==> src/jpeg_pkg.sv <==
package jpeg_pkg;

    localparam int coeff_w = 11;     // Quantized coefficient, signed
    localparam int bits_w  = 12;     // Appended coefficient bits
    localparam int size_w  = 4;      // Size category
    localparam int code_w  = 16;     // Huffman code
    localparam int len_w   = 5;      // Huffman code length

    // Worst case for one lane: longest code plus an 11-bit DC difference
    localparam int lane_bits_max = code_w + coeff_w;

    // Table address as a byte, or the run/size pair it encodes
    typedef union packed {
        logic [7:0] raw;
        struct packed {
            logic [3:0] run;
            logic [3:0] size;
        } rs;
    } huff_symbol_t;

    localparam logic [7:0] sym_eob = 8'h00;
    localparam logic [7:0] sym_zrl = 8'hf0;

    // Bit 0 selects chroma, bit 1 selects AC
    typedef logic [1:0] tbl_sel_t;

    localparam tbl_sel_t tbl_dc_luma   = 2'b00;
    localparam tbl_sel_t tbl_dc_chroma = 2'b01;
    localparam tbl_sel_t tbl_ac_luma   = 2'b10;
    localparam tbl_sel_t tbl_ac_chroma = 2'b11;

endpackage

==> src/bit_packer.sv <==
module bit_packer #(
    parameter int acc_w = 64
) (
    input  logic                          clk,
    input  logic                          resetn,

    input  logic [jpeg_pkg::code_w-1:0]   ent_code [1:0],
    input  logic [jpeg_pkg::len_w-1:0]    ent_code_len [1:0],
    input  logic [jpeg_pkg::bits_w-1:0]   ent_bits [1:0],
    input  logic [jpeg_pkg::size_w-1:0]   ent_bits_len [1:0],
    input  logic                          ent_valid [1:0],
    output logic                          ent_hold,

    output logic [7:0]                    byte_data,
    output logic                          byte_valid,
    input  logic                          byte_hold,
    input  logic                          flush
);
    import jpeg_pkg::*;

    localparam int fill_w    = $clog2(acc_w + 1);
    localparam int cycle_max = 2 * lane_bits_max;   // Two lanes of code plus bits

    logic [acc_w-1:0]   acc;        // MSB-aligned, valid bits on top
    logic [acc_w-1:0]   acc_next;
    logic [fill_w-1:0]  fill;
    logic [fill_w-1:0]  fill_next;
    logic               stuff_pend; // 0x00 owed after an 0xFF
    logic               out_free;
    logic               pop;
    logic [7:0]         top_byte;

    assign top_byte = acc[acc_w-1 -: 8];
    assign out_free = !byte_valid || !byte_hold;
    assign pop      = out_free && !stuff_pend && (fill >= fill_w'(8));
    assign ent_hold = stuff_pend || (fill > fill_w'(acc_w - cycle_max));

    always_comb begin
        logic [acc_w-1:0] a;
        int f;
        int n;
        a = pop ? acc << 8 : acc;
        f = pop ? int'(fill) - 8 : int'(fill);
        n = 0;
        if (!ent_hold) begin
            // Lane 0 before lane 1, code before bits
            for (int i = 0; i < 2; i++) begin
                if (ent_valid[i]) begin
                    n = int'(ent_code_len[i]);
                    a = a | (acc_w'(ent_code[i]) << (acc_w - f - n));
                    f = f + n;
                    n = int'(ent_bits_len[i]);
                    // Only the low n bits belong to the field
                    a = a | ((acc_w'(ent_bits[i]) & ~({acc_w{1'b1}} << n))
                             << (acc_w - f - n));
                    f = f + n;
                end
            end
        end
        if (flush) begin
            n = (8 - (f % 8)) % 8;  // Ones up to the byte boundary
            a = a | (~({acc_w{1'b1}} << n) << (acc_w - f - n));
            f = f + n;
        end
        acc_next  = a;
        fill_next = fill_w'(f);
    end

    always_ff @(posedge clk) begin
        if (!resetn) begin
            acc        <= '0;
            fill       <= '0;
            stuff_pend <= 1'b0;
            byte_valid <= 1'b0;
        end else begin
            acc  <= acc_next;
            fill <= fill_next;
            if (out_free) begin
                if (stuff_pend) begin
                    byte_valid <= 1'b1;
                    stuff_pend <= 1'b0;
                end else if (pop) begin
                    byte_valid <= 1'b1;
                    stuff_pend <= (top_byte == 8'hff);
                end else begin
                    byte_valid <= 1'b0;
                end
            end
        end
    end

    always_ff @(posedge clk) begin
        if (out_free) begin
            byte_data <= stuff_pend ? 8'h00 : top_byte;
        end
    end

    a_fill: assert property (@(posedge clk) disable iff (!resetn)
        fill <= fill_w'(acc_w));

endmodule

==> config.mk <==
export PLATFORM = sky130hd
export DESIGN_NAME = bit_packer
export DESIGN_NICKNAME = d
export VERILOG_FILES = /design/src/jpeg_pkg.sv /design/src/bit_packer.sv
export SDC_FILE = /design/constraint.sdc
export NUM_CORES = 1
export LEC_CHECK = 0
export BUFFER_PORTS_ARGS = -buffer_cell sky130_fd_sc_hd__buf_2
export CAP_MARGIN = 5
export CORE_UTILIZATION = 35
export DETAILED_ROUTE_END_ITERATION = 12
export SYNTH_ARGS = -nofsm -noshare
export SYNTH_HDL_FRONTEND = slang
export SYNTH_SLANG_ARGS = --single-unit
==> constraint.sdc <==
create_clock -name clk -period 14.79 [get_ports clk]
set_input_delay 1.479 -clock clk [delete_from_list [all_inputs] [get_ports clk]]
set_output_delay 1.479 -clock clk [all_outputs]
set_load 0.02 [all_outputs]
Word level (Yosys, flattened, before mapping)
Index checks and enable logic that the tools add are counted.

Output and inout port bits: 10. Logic and storage cells: 70. Register bits: 81. Input port bits: 80.

Reductions and logical operators: 9. Shift operators: 8. Bitwise logic cells: 12. $add $sub $neg: 17. Magnitude comparators: 2. Eq/ne operators: 1. Multiplexer cells: 16.

Operators by type and width (number): 2-to-1 mux 64 bit (6); bitwise OR 64 bit (5); NOT 64 bit (3); left shift 64 x 32 -> 64 bit (3); 2-to-1 mux 32 bit (5); subtractor 8 x 32 -> 32 bit, first input constant (5); AND 12 x 64 -> 64 bit (2); left shift 16 x 32 -> 64 bit (2); left shift 64 x 4 -> 64 bit, first input constant (2); adder 32 x 5 -> 32 bit (2); adder 32 x 6 -> 32 bit (2); left shift 64 x 32 -> 64 bit, first input constant (1); subtractor 32 x 5 -> 32 bit (2); subtractor 32 x 6 -> 32 bit (2); subtractor 32 x 4 -> 32 bit (1); equality test 8 bit, second input constant (1); subtractor 7 x 4 -> 8 bit, second input constant (1); adder 7 x 4 -> 7 bit (1); greater-or-equal comparator 7 x 4 -> 1 bit, second input constant (1); > comparator 7 x 4 -> 1 bit, second input constant (1); 2-to-1 mux 7 bit (1); OR reduction 3 bit (2); subtractor 5 x 4 -> 6 bit, first input constant (1); 2-to-1 mux 1 bit (4); other kinds (4) (9).

Longest topological paths before layout
Depth in word-level cells: 23. Gate-level depth with buffers: 58. Gate-level depth less buffers: 54.

Least setup slack after synthesis
OpenSTA, ideal clock, no wires.

Path type: input-to-reg. From: input byte_hold. To: register acc[42]. Stages on the path: 50. Arrival: 10.962 ns. Setup time: 0.071 ns. Buffers on the path: 6. Setup slack: 3.757 ns. Cells stage by stage: a21oi_1 nand2_1 o21ai_0 inv_1 ha_1 clkbuf_1 or2_2 and3_1 clkbuf_1 inv_1 ha_1 a211oi_1 and2_1 nand4_1 nor2_1 xnor2_1 a21oi_1 ha_1 [14 not listed] ha_1 inv_1 o32a_1 o2111ai_1 a2111oi_0 o2111a_1 nand3_1 or4_1 a2111o_1 nor4_1 nand4_1 nor4b_1 and4_1 buf_2 buf_4 buf_4 nand3_1 a21oi_1.

Longest elaborated chain between the ends: 22.

RTL lines: from (decl) (line bit_packer.sv:16) `input logic byte_hold,`; logical NOT 1 bit * (line bit_packer.sv:34) `assign out_free = !byte_valid || !byte_hold;`; logical OR 1 bit * (line bit_packer.sv:34); logical AND 1 bit * (2 in a row) (line bit_packer.sv:35) `assign pop = out_free && !stuff_pend && (fill >= fill_w'(8));`; branches (longest 17 deep; another with adder 32 x 6 -> 32 bit); 2-to-1 mux 64 bit * (line bit_packer.sv:60) `if (flush) begin`; to (signal assigned) (line bit_packer.sv:76) `acc <= acc_next;`; to (decl) (line bit_packer.sv:24) `logic [acc_w-1:0] acc;`.

Mark *: on every way between the ends. The select of a mux whose other input is x is not followed. A chain may end at the register's enable or synchronous reset.

Worst setup path in the final report
From: input byte_hold. To: register acc[59].

Same word-level chain as after synthesis.

==> results.json <==
{
  "status": "finished, final reports clean",
  "synth_top_cell_by_area": "ha_1",
  "die_w_um": 264.6,
  "synth_area_leaders": "ha_1 (13%), nor2_1 (6.5%), dfxtp_1 (6.1%)",
  "path_max_fanout": 70,
  "hold_violations": 0,
  "r2r_end": "acc[59]",
  "drc_errors": 0,
  "skew_ps": 9.906,
  "post_drt_wl_per_cell_um": 24.44,
  "synth_top_area_share_pct": 13.22,
  "fmax_ghz": 0.07503,
  "drive_gt1_share_pct": 6.681,
  "yosysUniqueCellTypes": 101,
  "antenna_found_initial": 2,
  "finalNonFillerCells": 4555,
  "hold_path_depth": 2,
  "die_area_mm2": 0.07001,
  "viasPerCell": 6.375,
  "setup_viol": 0,
  "dp_hpwl_mm": 90.02,
  "crit_top_cell": "ha_1",
  "drtPass1Iterations": 6,
  "seq_area_frac_synth_pct": 7.051,
  "numCtsBuffers": 9,
  "port_buffers": 89,
  "path_clk_slew_ps": 70,
  "drt_iter0_drc": 3654,
  "rows": 95,
  "grt_first_pass_wirelength_mm": 164.8,
  "relSlewSlack_pct": 16.04,
  "synth_ff_type": "dfxtp_1",
  "multiInputGateArea_mm2": 0.02079,
  "reg2reg_slack_ps": 1480,
  "grt_max_degree": 71,
  "via_count": 29040,
  "syn-num-nets": 4061,
  "cts_resized": 0,
  "start_kind": "input port",
  "setup.worst_path.class": "in2reg",
  "drv_cap": 0,
  "postCtsSetupRepairBufs": 0,
  "ff2ff_path_depth": 51,
  "start_util_pct": 35.62,
  "finalCritPeriodShare_pct": 90.12,
  "place_congestion": 1.058,
  "worst_slew_pin_slew_ps": 1258,
  "maxSlewViolCount": 0,
  "cp_num_cells": 48,
  "htreeDepth": 3,
  "yosysWarnings": 0,
  "hp-start": "acc[6]",
  "async_flop_share_pct": 0,
  "worst_setup_path_end_kind": "register",
  "wirelength_mm": 111.3,
  "synth_cells": 3717,
  "area_growth_pct": 6.367,
  "core_area_mm2": 0.06775,
  "cts_hold_buffers": 0,
  "place_area_mm2": 0.02536,
  "clk_latency_ps": 360,
  "synth_edf_count": 8,
  "slowest_stage": "buf_4",
  "crit_buf_inv": 5,
  "ctsRootBufferMaster": "clkbuf_16",
  "worst_hold_slack_ps": 592.3,
  "tns_ps": 0,
  "worstPathRequired_ps": 15070,
  "placed_cells": 4539,
  "num-nets-final": 4021,
  "cpLargestDelayFamily": "simple AND/OR/NAND/NOR gates",
  "regArea_mm2": 0.001702,
  "yosys_register_bits": 81,
  "grt.overflow.total": 0,
  "die_y_um": 264.6,
  "final_area_mm2": 0.02567,
  "yosys-top-cells-count": "nor2_1 (419), nand2_1 (381), a21oi_1 (288), o21ai_0 (267), inv_1 (259)",
  "hold_end": "acc[6]",
  "groute.usage.overall_pct": 30.41,
  "synthesis.area_mm2": 0.02413,
  "grt_pass1_vias": 26440,
  "postRouteAntennaNets": 0,
  "avgSynthCellArea_um2": 6.493,
  "diodes": 0,
  "rsz0062_at_grt": "no",
  "ios": 90,
  "clkSinkCount": 81,
  "arrival_ps": 13610,
  "cp_slowest_stage_delay_ps": 640,
  "cts_tree": "yes",
  "fillers": 7437,
  "hold_path_class": "reg2reg",
  "reg2reg_from": "fill[4]",
  "period_minus_slack_ps": 13330,
  "clockBufferDepth": 2,
  "yosysMostFrequentCell": "nor2_1"
}
-- layer usage --
metal | share of wire [%] | up-vias | GRT usage [%]
met3 | 8.4 | 297 | 4.004
met5 | 0.021 | - | 0
met4 | 5.6 | 4 | 14.38
li1 | - | 13520 | -
met2 | 45 | 1548 | 49.26
met1 | 41 | 13670 | 39.77
-- worst register-to-register path: cells and delay by family, from the launching register on --
family,cells,cell delay [ps]
and+or+nand+nor,24,5350
AOI/OAI and AO/OA,13,3610
adders and majority gates,6,1760
buffers and inverters,5,1290
xor gates and xnor gates,3,790
DFF,1,440
-- final cells by class --
class | count | share of cell area (%)
Clock buffer | 10 | 0.9310
Clock inverter | 6 | 0.2876
Timing Repair Buffer | 133 | 3.022
Tap cell | 873 | 4.255
Inverter | 265 | 3.875
Sequential cell | 81 | 6.629
Multi-Input combinational cell | 3187 | 81.00
-- stage by stage --
stage | util, % | setup WS [ps]
floorplan | - | 3757
global placement | 37.43 | 1768
detailed placement | 37.43 | 1444
CTS | 37.89 | 1756
global route | 37.89 | 416.5
finish | 37.89 | 1461
-- logic make-up (layout without fill, tap and decap cells) --
family                     Yosys count  count (layout)  synth area share [%]
AOI/OAI and AO/OA                 1161            1161                 30.92
buffers and inverters              449             414                 7.092
xor gates and xnor gates           162             162                 5.936
DFF                                 81              81                 7.051
and+or+nand+nor                   1477            1477                 29.48
adders and majority gates          266             266                 14.05
muxes                              121             121                 5.475
-- state kept, by name, indices dropped and copies added, names as in the netlist, named ones only --
name / flops
acc: 64
byte_data: 8
fill: 6
byte_valid: 1
stuff_pend: 1
-- cell usage in the layout (no fill, tap or decap), types with 24 or more instances in the layout --
| master | n |
|---|---|
| nor2_1 | 417 |
| nand2_1 | 381 |
| a21oi_1 | 287 |
| o21ai_0 | 267 |
| inv_1 | 259 |
| ha_1 | 255 |
| nand3_1 | 188 |
| xnor2_1 | 115 |
| buf_2 | 89 |
| mux2i_1 | 87 |
| a31oi_1 | 85 |
| nor3_1 | 80 |
| dfxtp_1 | 73 |
| nor2b_1 | 66 |
| o22ai_1 | 62 |
| nand4_1 | 60 |
| o211ai_1 | 51 |
| a211oi_1 | 45 |
| a21o_1 | 44 |
| and3_1 | 44 |
| xor2_1 | 44 |
| buf_4 | 44 |
| nor4_1 | 41 |
| nand2b_1 | 38 |
| o31ai_1 | 32 |
| o21a_1 | 29 |
| mux2_2 | 28 |
| and2_1 | 24 |
| or3_1 | 24 |
-- worst max-delay path by stage --
| stage | endpoint | start |
|---|---|---|
| after floorplan | acc[42] | byte_hold |
| after global placement | acc[45] | byte_hold |
| after detailed placement | acc[10] | byte_hold |
| after CTS | acc[10] | byte_hold |
| after global routing | acc[58] | fill[4] |
| final | acc[59] | byte_hold |
Power is not shown: default switching activity piles up to over one toggle a cycle in this logic, so the estimate is an artifact.
