==> src/jpeg_pkg.sv <==
package jpeg_pkg;

    localparam int coeff_w = 11;     // Quantized coefficient, signed
    localparam int bits_w  = 12;     // Appended coefficient bits
    localparam int size_w  = 4;      // Size category
    localparam int code_w  = 16;     // Huffman code
    localparam int len_w   = 5;      // Huffman code length

    // Worst case for one lane: longest code plus an 11-bit DC difference
    localparam int lane_bits_max = code_w + coeff_w;

    // Table address as a byte, or the run/size pair it encodes
    typedef union packed {
        logic [7:0] raw;
        struct packed {
            logic [3:0] run;
            logic [3:0] size;
        } rs;
    } huff_symbol_t;

    localparam logic [7:0] sym_eob = 8'h00;
    localparam logic [7:0] sym_zrl = 8'hf0;

    // Bit 0 selects chroma, bit 1 selects AC
    typedef logic [1:0] tbl_sel_t;

    localparam tbl_sel_t tbl_dc_luma   = 2'b00;
    localparam tbl_sel_t tbl_dc_chroma = 2'b01;
    localparam tbl_sel_t tbl_ac_luma   = 2'b10;
    localparam tbl_sel_t tbl_ac_chroma = 2'b11;

endpackage

==> src/entropy.sv <==
module entropy (
    input  logic                                  clk,
    input  logic                                  resetn,

    input  logic signed [jpeg_pkg::coeff_w-1:0]   q [1:0],
    input  logic                                  q_valid,
    output logic                                  q_hold,
    input  logic [4:0]                            q_cnt,
    input  logic                                  q_chroma,
    input  logic                                  q_sof,

    output jpeg_pkg::huff_symbol_t                ht_symbol [1:0],
    output logic                                  ht_re [1:0],
    output jpeg_pkg::tbl_sel_t                    ht_sel [1:0],
    input  logic [jpeg_pkg::len_w-1:0]            ht_len [1:0],
    input  logic [jpeg_pkg::code_w-1:0]           ht_code [1:0],

    output logic [jpeg_pkg::code_w-1:0]           ent_code [1:0],
    output logic [jpeg_pkg::len_w-1:0]            ent_code_len [1:0],
    output logic [jpeg_pkg::bits_w-1:0]           ent_bits [1:0],
    output logic [jpeg_pkg::size_w-1:0]           ent_bits_len [1:0],
    output logic                                  ent_valid [1:0],
    input  logic                                  ent_hold
);
    import jpeg_pkg::*;

    logic                       accept;
    logic                       is_dc;
    logic signed [coeff_w-1:0]  dc_pred;
    logic signed [coeff_w-1:0]  pred_eff;
    logic signed [bits_w-1:0]   dc_diff;
    logic [5:0]                 run_q;          // Zeros since last emitted symbol

    logic signed [bits_w-1:0]   lane_value [1:0];
    logic [size_w-1:0]          lane_size [1:0];
    logic [bits_w-1:0]          lane_bits [1:0];
    logic                       nz [1:0];
    logic                       lane_valid [1:0];
    logic [5:0]                 run [1:0];
    logic [5:0]                 run_next;
    logic                       eob;
    logic                       no_sym;
    logic [1:0]                 zrl_n;          // ZRLs owed ahead of this pair
    logic                       ins_b [1:0];
    logic                       ins_c;

    // Pipeline stages A and B, stage C is the ent outputs
    logic                       va [1:0];
    logic                       vb [1:0];
    logic [bits_w-1:0]          bits_a [1:0];
    logic [size_w-1:0]          blen_a [1:0];
    logic [code_w-1:0]          code_b [1:0];
    logic [len_w-1:0]           clen_b [1:0];
    logic [bits_w-1:0]          bits_b [1:0];
    logic [size_w-1:0]          blen_b [1:0];

    // Bit length of the magnitude
    function automatic logic [size_w-1:0] coeff_size(input logic signed [bits_w-1:0] v);
        logic [bits_w-1:0] mag;
        logic [size_w-1:0] size;
        mag  = v[bits_w-1] ? bits_w'(-v) : bits_w'(v);
        size = '0;
        for (int b = 0; b < bits_w; b++) begin
            if (mag[b]) begin
                size = size_w'(b + 1);
            end
        end
        return size;
    endfunction

    assign accept   = q_valid && !ent_hold;
    assign q_hold   = ent_hold;
    assign is_dc    = (q_cnt == 5'd0);
    assign pred_eff = q_sof ? '0 : dc_pred;     // New scan predicts from zero
    assign dc_diff  = bits_w'(q[0]) - bits_w'(pred_eff);

    always_comb begin
        lane_value[0] = is_dc ? dc_diff : bits_w'(q[0]);
        lane_value[1] = bits_w'(q[1]);
        for (int i = 0; i < 2; i++) begin
            lane_size[i] = coeff_size(lane_value[i]);
            // Negative values send the ones' complement of the magnitude
            lane_bits[i] = (lane_value[i] < 0 ? lane_value[i] - 1 : lane_value[i])
                         & ~({bits_w{1'b1}} << lane_size[i]);
        end
    end

    assign nz[0]         = (q[0] != '0);
    assign nz[1]         = (q[1] != '0);
    assign eob           = (q_cnt == 5'd31) && !nz[1];
    assign lane_valid[0] = is_dc || nz[0];
    assign lane_valid[1] = nz[1] || eob;
    assign no_sym        = !lane_valid[0] && !lane_valid[1];

    assign run[0]   = run_q;
    assign run[1]   = lane_valid[0] ? 6'd0 : run_q + 6'd1;
    assign run_next = lane_valid[1] ? 6'd0 : run[1] + 6'd1;

    always_comb begin
        if (nz[0] && !is_dc) begin
            zrl_n = run[0][5:4];
        end else if (nz[1]) begin
            zrl_n = run[1][5:4];
        end else begin
            zrl_n = 2'd0;
        end
    end

    // Slots freed by the zero run: B lane 1, then B lane 0, then C lane 1
    assign ins_b[1] = accept && (zrl_n != 2'd0);
    assign ins_b[0] = accept && zrl_n[1];
    assign ins_c    = accept && (&zrl_n);

    always_comb begin
        for (int i = 0; i < 2; i++) begin
            if (!lane_valid[i]) begin
                ht_symbol[i].raw = sym_zrl;         // Prefetch ZRL while the run grows
            end else if (i == 1 && eob) begin
                ht_symbol[i].raw = sym_eob;
            end else begin
                ht_symbol[i].rs.run  = (i == 0 && is_dc) ? 4'd0 : run[i][3:0];
                ht_symbol[i].rs.size = lane_size[i];
            end
            if (i == 0 && is_dc) begin
                ht_sel[i] = q_chroma ? tbl_dc_chroma : tbl_dc_luma;
            end else begin
                ht_sel[i] = q_chroma ? tbl_ac_chroma : tbl_ac_luma;
            end
            ht_re[i] = accept && (lane_valid[i] || no_sym);
        end
    end

    always_ff @(posedge clk) begin
        if (!resetn) begin
            dc_pred <= '0;
            run_q   <= '0;
        end else if (accept) begin
            run_q <= run_next;
            if (is_dc) begin
                dc_pred <= q[0];
            end else if (q_sof) begin
                dc_pred <= '0;
            end
        end
    end

    always_ff @(posedge clk) begin
        if (!resetn) begin
            for (int i = 0; i < 2; i++) begin
                va[i]        <= 1'b0;
                vb[i]        <= 1'b0;
                ent_valid[i] <= 1'b0;
            end
        end else if (!ent_hold) begin
            for (int i = 0; i < 2; i++) begin
                va[i]        <= accept && lane_valid[i];
                vb[i]        <= va[i] || ins_b[i];
                ent_valid[i] <= vb[i] || (i == 1 && ins_c);
            end
        end
    end

    always_ff @(posedge clk) begin
        if (!ent_hold) begin
            for (int i = 0; i < 2; i++) begin
                if (accept && lane_valid[i]) begin
                    bits_a[i] <= lane_bits[i];
                    blen_a[i] <= lane_size[i];
                end
                // Table output is either stage A's code or the prefetched ZRL
                code_b[i] <= ht_code[i];
                clen_b[i] <= ht_len[i];
                bits_b[i] <= bits_a[i];
                blen_b[i] <= ins_b[i] ? '0 : blen_a[i];

                if (i == 1 && ins_c) begin
                    ent_code[i]     <= ht_code[i];
                    ent_code_len[i] <= ht_len[i];
                    ent_bits_len[i] <= '0;
                end else begin
                    ent_code[i]     <= code_b[i];
                    ent_code_len[i] <= clen_b[i];
                    ent_bits_len[i] <= blen_b[i];
                end
                ent_bits[i] <= bits_b[i];
            end
        end
    end

    for (genvar i = 0; i < 2; i++) begin : g_chk
        a_code_len: assert property (@(posedge clk) disable iff (!resetn)
            ent_valid[i] |-> ent_code_len[i] <= len_w'(code_w));
        a_held: assert property (@(posedge clk) disable iff (!resetn)
            ent_valid[i] && ent_hold |=> ent_valid[i] && $stable(ent_code[i])
                                         && $stable(ent_bits_len[i]));
    end

endmodule

==> config.mk <==
export PLATFORM = sky130hd
export DESIGN_NAME = entropy
export DESIGN_NICKNAME = d
export VERILOG_FILES = /design/src/jpeg_pkg.sv /design/src/entropy.sv
export SDC_FILE = /design/constraint.sdc
export NUM_CORES = 1
export LEC_CHECK = 0
export BUFFER_PORTS_ARGS = -buffer_cell sky130_fd_sc_hd__buf_2
export CAP_MARGIN = 5
export CORE_ASPECT_RATIO = 1.25
export CORE_MARGIN = 10
export CORE_UTILIZATION = 60
export DETAILED_ROUTE_END_ITERATION = 8
export PLACE_DENSITY = 0.81
export SYNTH_ARGS = -nofsm -noshare
export SYNTH_HDL_FRONTEND = slang
export SYNTH_SLANG_ARGS = --single-unit
==> constraint.sdc <==
create_clock -name clk -period 13.1 [get_ports clk]
set_clock_uncertainty 0.2 [all_clocks]
set_input_delay 2.62 -clock clk [delete_from_list [all_inputs] [get_ports clk]]
set_output_delay 2.62 -clock clk [all_outputs]
set_load 0.005 [all_outputs]
# Yosys cells after proc, flatten, opt, wreduce, memory -nomap -nowiden
# Memory sizes are Yosys's and may differ from the RTL's. A register that Yosys moved wholly into a read port is not among the register bits.
# Index checks and enable logic that the tools add are counted.
# totals
mem_bits_rw,110
wordCells,129
regBits,39
out_inout_bits,99
input_bits,75
memories,8
# mem_list
name,words,width,read_ports,rd_clocked_by_memory_dff,write_ports,line_no,source
code_b,2,16,2,1,2,entropy.sv:52,logic [code_w-1:0] code_b [1:0];
bits_a,2,12,2,0,2,entropy.sv:50,logic [bits_w-1:0] bits_a [1:0];
bits_b,2,12,2,2,2,entropy.sv:54,logic [bits_w-1:0] bits_b [1:0];
clen_b,2,5,2,1,2,entropy.sv:53,logic [len_w-1:0] clen_b [1:0];
blen_a,2,4,2,0,2,entropy.sv:51,logic [size_w-1:0] blen_a [1:0];
blen_b,2,4,2,2,2,entropy.sv:55,logic [size_w-1:0] blen_b [1:0];
2 more memories,--,--,--,--,--,--,
# op_classes
n_lt_le_gt_ge,2
addsub,7
eq_ne,1
n_shift,2
bitwise_logic,8
n_reduce_logical,36
n_mux,60
# op_table
cell,count
2-to-1 mux 4 bit,19
2-to-1 mux 12 bit,5
bitwise AND 12 bit,2
2-to-1 mux 8 bit,3
NOT 12 bit,2
"left shift 12 x 4 -> 12 bit, first input constant",2
"subtractor 12 x 1 -> 12 bit, second input constant",2
2-to-1 mux 11 bit,2
nonzero test 11 bit,2
2-to-1 mux 1 bit,18
2-to-1 mux 16 bit,1
zero test 1 bit,13
"adder 6 x 1 -> 6 bit, second input constant",2
"< comparator 12 x 1 -> 1 bit, second input constant",1
2-to-1 mux 3 bit,4
2-to-1 mux 6 bit,2
negator 11 -> 12 bit,1
negator 12 bit,1
subtractor 11 x 11 -> 12 bit,1
logical AND 1 bit,11
"< comparator 11 x 1 -> 1 bit, second input constant",1
2-to-1 mux 2 bit,5
logical OR 1 bit,7
"equality test 5 bit, second input constant",1
5 further kinds,8

# Depth between registers and ports, before layout
# Gate-level depths: netlist of run 1.
# depth
word_depth,20
depth_mapped,17
ltp_nobuf,15

# Worst setup path before layout of run 1
# OpenSTA, ideal clock, no wires.
# synth_path
path_kind,input-to-output
from,in ent_hold
to,out ht_re[0] (netlist name)
path_slack_ns,3.694
path_buffers,1
t_arrival_ns,6.586
required_time_ns,10.280
stages,4
path_cell_list,inv_1 > nand2_1 > clkbuf_1 > a21oi_1
# synth_lines
element,line_no,source
from (decl),entropy.sv:23,input logic ent_hold
to (decl),entropy.sv:13,"output logic ht_re [1:0],"

==> flow_metrics.tcl, run 1 <==
set metrics [dict create \
    nNetsFinal 1052 \
    gp_congestion 0.902 \
    cts_tree "done" \
    status "finished clean" \
    via_count 6748 \
    via_per_inst 5.67 \
    dieArea_um2 21800 \
    final-instance-count-excl-fill 1191 \
    cts_resized 0 \
    netlist_area_um2 9740 \
    power.leakage_uw 0.00422 \
    synth_edf_count 184 \
    fin_setup_tns_ns 0 \
    port_buffers 169 \
    finalSetupViolations 0 \
    fmax_mhz 103 \
    cts_setup_buffers 0 \
    start_util 0.606 \
    design.portCount 174 \
    fillers 1159 \
    cts_buffer_depth 3 \
    crit_path_end_kind "output pin" \
    final_util 0.702 \
    post-route-min-period_ns 9.73 \
    cp.required_ns 10.28 \
    synth_ff_type "edfxtp_1" \
    cts.clk_slew.worst_paths_ns 0.06 \
    ys_seq_elements 203 \
    cts_made_buffers 20 \
    final_antenna_net_count 0 \
    powerDensity_nw_per_um2 127 \
    hold_viol 0 \
    dr.pass1.iters 5 \
    grt-ovfl-total 0 \
    antenna_cells 0 \
    worstHoldPathType "flip-flop to flip-flop" \
    yosysWarnings 0 \
    synthDominantCellAreaShare 0.567 \
    final_cell_mix "184 x edfxtp_1, 169 x buf_2, 56 x nor2_1" \
    die_width_um 134 \
    crit_fanout 34 \
    seq_area_frac_synth 0.606 \
    grt_max_degree 86 \
    wl_um 21000 \
    drv_slew 0 \
    synth_top_area_cell "edfxtp_1" \
    htreeDepth 1 \
    syn_inst 808 \
    rsz0062_at_grt "no" \
    final_common_cell "edfxtp_1" \
    drive_gt1_frac 0.256 \
    max-slew-margin-rel 0.301 \
    route.detailed.drc 0 \
    r2r_cells 15 \
    critPathLaunchType "input pin" \
    cp.arrival_ns 6.91 \
    async_flop_share 0 \
    antenna_found_initial 0 \
    synth_cell_types 77 \
    maxCapViolCount 0 \
    synth.avg_cell_area_um2 12.1 \
    rows 52 \
    placed_cells 1155 \
    path_class "input pin to output pin" \
    worstSkewPairLatency_ns 0.48 \
    clock-root-buffer "clkbuf_16" \
    synth.area.top_cells "edfxtp_1 57%, dfxtp_1 3.9%, a21oi_1 2.7%" \
    avgRoutedWirePerCell_um 17.6 \
    drtIter0Drc 577 \
    cts_hold_buf 0 \
    clock-sinks 203 \
    whs_path_depth 0 \
    core_um2 16100 \
    tightest_slew_ns 1.04 \
    first_global_vias 6476 \
    grt_use_total 0.185 \
    grt_pass1_wl_um 33300 \
    areaGrowthSynthToFinish_pct 15.8 \
    period_share 0.743 \
    die_height_um 162 \
    worst_ir_drop_vdd_mv 0.0907 \
    place.detailed.hpwl_um 15300 \
]
[area by class of cell]
type	instances	area, µm²	share of cell area
Clock inverter	7	48.8	0.00433
Multi-Input combinational cell	535	3500	0.310
Clock buffer	29	566	0.0501
Inverter	26	103	0.00910
Tap cell	216	270	0.0240
Timing Repair Buffer	175	891	0.0790
Sequential cell	203	5910	0.524
[final timing paths]
check	start	end	slack, ns
min	bits_a[0][18]	bits_b[1][6]	0.21
max reg2reg	dc_pred[0]	bits_a[0][0]	8.48
min reg2reg	bits_a[0][18]	bits_b[1][6]	0.21
max	q_cnt[1]	ht_symbol[1]	3.37
[flip-flops by register name (all words and copies together) (netlist names)]
name	cells
bits_a	24
bits_b	24
blen_a	8
blen_b	8
clen_b	10
code_b	32
dc_pred	11
ent_bits	24
ent_bits_len	8
ent_code	32
ent_code_len	10
ent_valid	2
run_q	6
va	2
vb	2
[routing by layer]
metal,track usage,up-vias,share of wire
li1,-,3310,-
met1,0.240,3136,0.42
met2,0.309,278,0.48
met3,0.0380,24,0.083
met4,0.0471,0,0.018
met5,0,-,0
[report_power, final]
| group | internal [µW] | total (µW) | switching [µW] |
|---|---|---|---|
| Clock | 303 | 528 | 224 |
| Combinational | 55.6 | 139 | 83.5 |
| Sequential | 756 | 766 | 10.5 |
[kinds of logic after synthesis]
kind of cell | count (synthesis) | share of synthesized area
xor gates and xnor gates | 30 | 0.0270
AOI/OAI and AO/OA | 181 | 0.120
DFF | 203 | 0.606
other | 2 | 0.000771
buffers and inverters | 72 | 0.0355
adders and majority gates | 16 | 0.0213
muxes | 31 | 0.0406
and+or+nand+nor | 273 | 0.148
[stage by stage]
stage | setup slack, ns | power, µW | cell area (µm²) | hold WS, ns
2_1_floorplan | 3.69 | 864 | 9750 | 0.200
5_1_grt | 3.13 | 1490 | 11300 | 0.223
3_5_place_dp | 3.51 | 918 | 10700 | 0.205
6_report | 3.37 | 1430 | 11300 | 0.213
3_3_place_gp | 3.67 | 913 | 10700 | 0.200
4_1_cts | 3.50 | 1450 | 11300 | 0.214
[cell usage after synthesis (15+ instances only)]
library cell  number
ha_1              15
nand2b_1          17
a21oi_1           52
xnor2_1           17
clkbuf_1          24
o21ai_0           44
nor2b_1           33
dfxtp_1           19
mux2_4            15
inv_1             24
nor2_1            56
nor3_1            26
edfxtp_1         184
nand2_1           53
nand3_1           22
[worst max-delay path, stage by stage]
cell and delay (ns):
buf_2 0.11, or4_1 0.64, nor2_4 0.63, nand2_1 0.10, o21ai_0 0.21, ha_1 0.43, nand3_1 0.22, o32ai_2 0.50
nand3_1 0.35, and4_1 0.30, a211oi_1 0.29, o22ai_2 0.19, and2_1 0.20, buf_2 0.12
No activity file was read; power rests on OpenSTA's default activity.
==> run 2: changes to the inputs <==
--- a/config.mk
+++ b/config.mk
@@ -5,13 +5,14 @@
 export SDC_FILE = /design/constraint.sdc
 export NUM_CORES = 1
 export LEC_CHECK = 0
+export ABC_AREA = 1
 export BUFFER_PORTS_ARGS = -buffer_cell sky130_fd_sc_hd__buf_2
 export CAP_MARGIN = 5
 export CORE_ASPECT_RATIO = 1.25
 export CORE_MARGIN = 10
-export CORE_UTILIZATION = 60
+export CORE_UTILIZATION = 56
 export DETAILED_ROUTE_END_ITERATION = 8
-export PLACE_DENSITY = 0.81
+export PLACE_DENSITY = 0.76
 export SYNTH_ARGS = -nofsm -noshare
 export SYNTH_HDL_FRONTEND = slang
 export SYNTH_SLANG_ARGS = --single-unit
==> constraint.sdc (replaced) <==
create_clock -name clk -period 9.1 [get_ports clk]
set_clock_uncertainty 0.2 [all_clocks]
set_input_delay 1.82 -clock clk [delete_from_list [all_inputs] [get_ports clk]]
set_output_delay 1.82 -clock clk [all_outputs]
set_load 0.005 [all_outputs]
==> run 2 against run 1 <==
Effect of this change:
- global-route usage is 1.8 points lower
- hold slack improved by 0.0042 ns
- first-iteration DRC count decreased by 32%
- final area down 2.1%
- clock-buffer cell count is 6 lower
- non-clock buffer count down 3
- critical endpoint is now ht_symbol[0]
==> flow_metrics.tcl, run 2 <==
set metrics [dict create \
    status "finished clean" \
    synth_ff_type "edfxtp_1" \
    crit_buf_inv 6 \
    htreeDepth 1 \
    first_global_vias 6168 \
    synthAdderAreaFrac 0.0220 \
    crit_fanout 23 \
    ys_seq_elements 203 \
    synth_common_cells "184 x edfxtp_1, 153 x nand2_1, 110 x inv_1, 82 x nor2_1, 37 x nand3_1" \
    r2r_cells 25 \
    synth-compound-area-share 0.0727 \
    seq_area_frac_synth 0.627 \
    synth_top_area_cell "edfxtp_1" \
    total_power_uw 2080 \
    cts_tree "done" \
    synthDominantCellAreaShare 0.587 \
    synth.avg_cell_area_um2 11.2 \
    rsz0062_at_grt "no" \
    cp_top_family "simple AND/OR/NAND/NOR gates" \
    min_to "bits_b[0][8]" \
    finalSetupViolations 0 \
    ff2ff_setup_slack_ns 5.42 \
    place.detailed.hpwl_um 14400 \
    grt-ovfl-total 0 \
    yosysWarnings 0 \
    grt_pass1_wl_um 30500 \
    max_stage_delay_ns 0.66 \
    cp_cell_sequence "buf_2 -> inv_1 -> nand2_1 -> nor2_2 -> nand3_2 -> clkinv_1 -> or2_1 -> nand2_1 -> inv_2 -> nand2_1 -> xor2_1 -> nand2_1 -> nand2_1 -> nand2_1 -> nand2_1 -> nand2_1 -> nand2_1 -> nand2_1 -> inv_1 -> buf_2" \
    reg_top3 "code_b: 32 flops, ent_code: 32 flops" \
    maxCapViolCount 0 \
    powerDensity_nw_per_um2 188 \
    cp.required_ns 7.08 \
    rows 52 \
    die_width_um 136 \
    design.portCount 174 \
    critPathLaunchType "input pin" \
    dieArea_um2 22400 \
    yosys.area_share.simple 0.158 \
    cp.arrival_ns 5.21 \
    worstSkewPairLatency_ns 0.48 \
    worstHoldPathType "flip-flop to flip-flop" \
    synth.area.top_cells "edfxtp_1 59%, nand2_1 6.1%, inv_1 4.4%" \
    drtIter0Drc 393 \
    crit-reg2reg-launch "dc_pred[0]" \
    fillers 1235 \
    hold_viol 0 \
    syn_inst 842 \
    cts_setup_buffers 0 \
    hold_ws_ns 0.217 \
    fmax_mhz 138 \
    post-route-min-period_ns 7.23 \
    drv_slew 0 \
    fin_setup_tns_ns 0 \
    avgRoutedWirePerCell_um 15.4 \
    areaGrowthSynthToFinish_pct 17.2 \
    dr.pass1.iters 4 \
    yosysMostFrequentCell "edfxtp_1" \
    gp_congestion 0.935 \
    synth_top_family_by_area "simple AND/OR/NAND/NOR gates" \
    final_common_cell "edfxtp_1" \
    cts_buffer_depth 3 \
    antenna_found_initial 2 \
    final_cell_mix "184 x edfxtp_1, 169 x buf_2, 153 x nand2_1" \
    nNetsFinal 1109 \
    crit_path_end_kind "output pin" \
    max-slew-margin-rel 0.337 \
    path_class "input pin to output pin" \
    yosys.area_share.xor_xnor 0.0242 \
    clock-sinks 203 \
    r2r-end "bits_a[0][0]" \
    cts.clk_slew.worst_paths_ns 0.06 \
    via_count 6337 \
    core_um2 16300 \
    cts_resized 0 \
    grt_max_degree 87 \
    clock-root-buffer "clkbuf_16" \
    final_antenna_net_count 0 \
    wl_um 19100 \
    whs_path_depth 0 \
    synth_cell_types 56 \
    crit_slowest_cell "clkinv_1" \
    cts_hold_buf 0 \
    worst_ir_drop_vdd_mv 0.130 \
    port_buffers 169 \
    yosys-mux-area-fraction 0.0311 \
    final_util 0.676 \
    route.detailed.drc 0 \
    power.leakage_uw 0.00479 \
    via_per_inst 5.09 \
    async_flop_share 0 \
    min_from "bits_a[0][8]" \
    period_share 0.795 \
    start_util 0.577 \
    grt_use_total 0.167 \
    die_height_um 165 \
    tightest_slew_ns 0.995 \
    crit_path_frequent_cell "nand2_1" \
    drive_gt1_frac 0.273 \
    cts_made_buffers 20 \
    synth_edf_count 184 \
    netlist_area_um2 9420 \
]
## run 2: per-stage QoR
| step | cells | setup WS [ns] | cell area (µm²) |
|---|---|---|---|
| finish | 1245 | 1.87 | 11000 |
| global route | 1244 | 1.52 | 11000 |
| CTS | 1243 | 1.89 | 11000 |
| detailed placement | 1212 | 1.91 | 10400 |
| floorplan | 844 | 1.66 | 9430 |
| global placement | 1212 | 2.00 | 10400 |
## run 2: area by class of cell
cell class / count / area (µm²) / area share
clock inverter: 8 / 65.1 / 0.00589
tap: 216 / 270 / 0.0245
multi-input combinational: 497 / 2920 / 0.264
clock buffer: 23 / 533 / 0.0483
inverter: 124 / 475 / 0.0431
timing repair buffer: 172 / 868 / 0.0786
antenna: 2 / 5.00 / 0.000453
sequential: 203 / 5910 / 0.535
## run 2: how the worst max path moves through the flow
| stage | from | to | slack (ns) | depth (start not counted) |
|---|---|---|---|---|
| 2_1_floorplan | ent_hold | ht_re[1] | 1.66 | 4 |
| 3_3_place_gp | q_cnt[1] | ht_symbol[0] | 2.00 | 21 |
| 3_5_place_dp | q_cnt[0] | ht_symbol[0] | 1.91 | 20 |
| 4_1_cts | q_cnt[0] | ht_symbol[0] | 1.89 | 20 |
| 5_1_grt | q_cnt[1] | ht_symbol[0] | 1.52 | 21 |
| 6_report | q_cnt[0] | ht_symbol[0] | 1.87 | 20 |
## run 2: logic make-up after synthesis
| family | Yosys count |
|---|---|
| compound gates | 104 |
| xor+xnor | 26 |
| fa+ha+maj | 16 |
| buf+inv | 144 |
| flops | 203 |
| mux | 21 |
| other cells | 2 |
| simple gates | 326 |
## run 2: where the power goes
group	internal (µW)	total, µW	switching (µW)
clock network	443	754	311
logic	81.9	217	135
registers	1090	1110	16.1
## run 2: layer usage
metal / track usage / share of wire / up-vias
met4: 0.0466 / 0.020 / 0
met3: 0.0356 / 0.078 / 32
met2: 0.284 / 0.47 / 211
li1: - / - / 3186
met1: 0.210 / 0.43 / 2908
met5: 0 / 0 / -
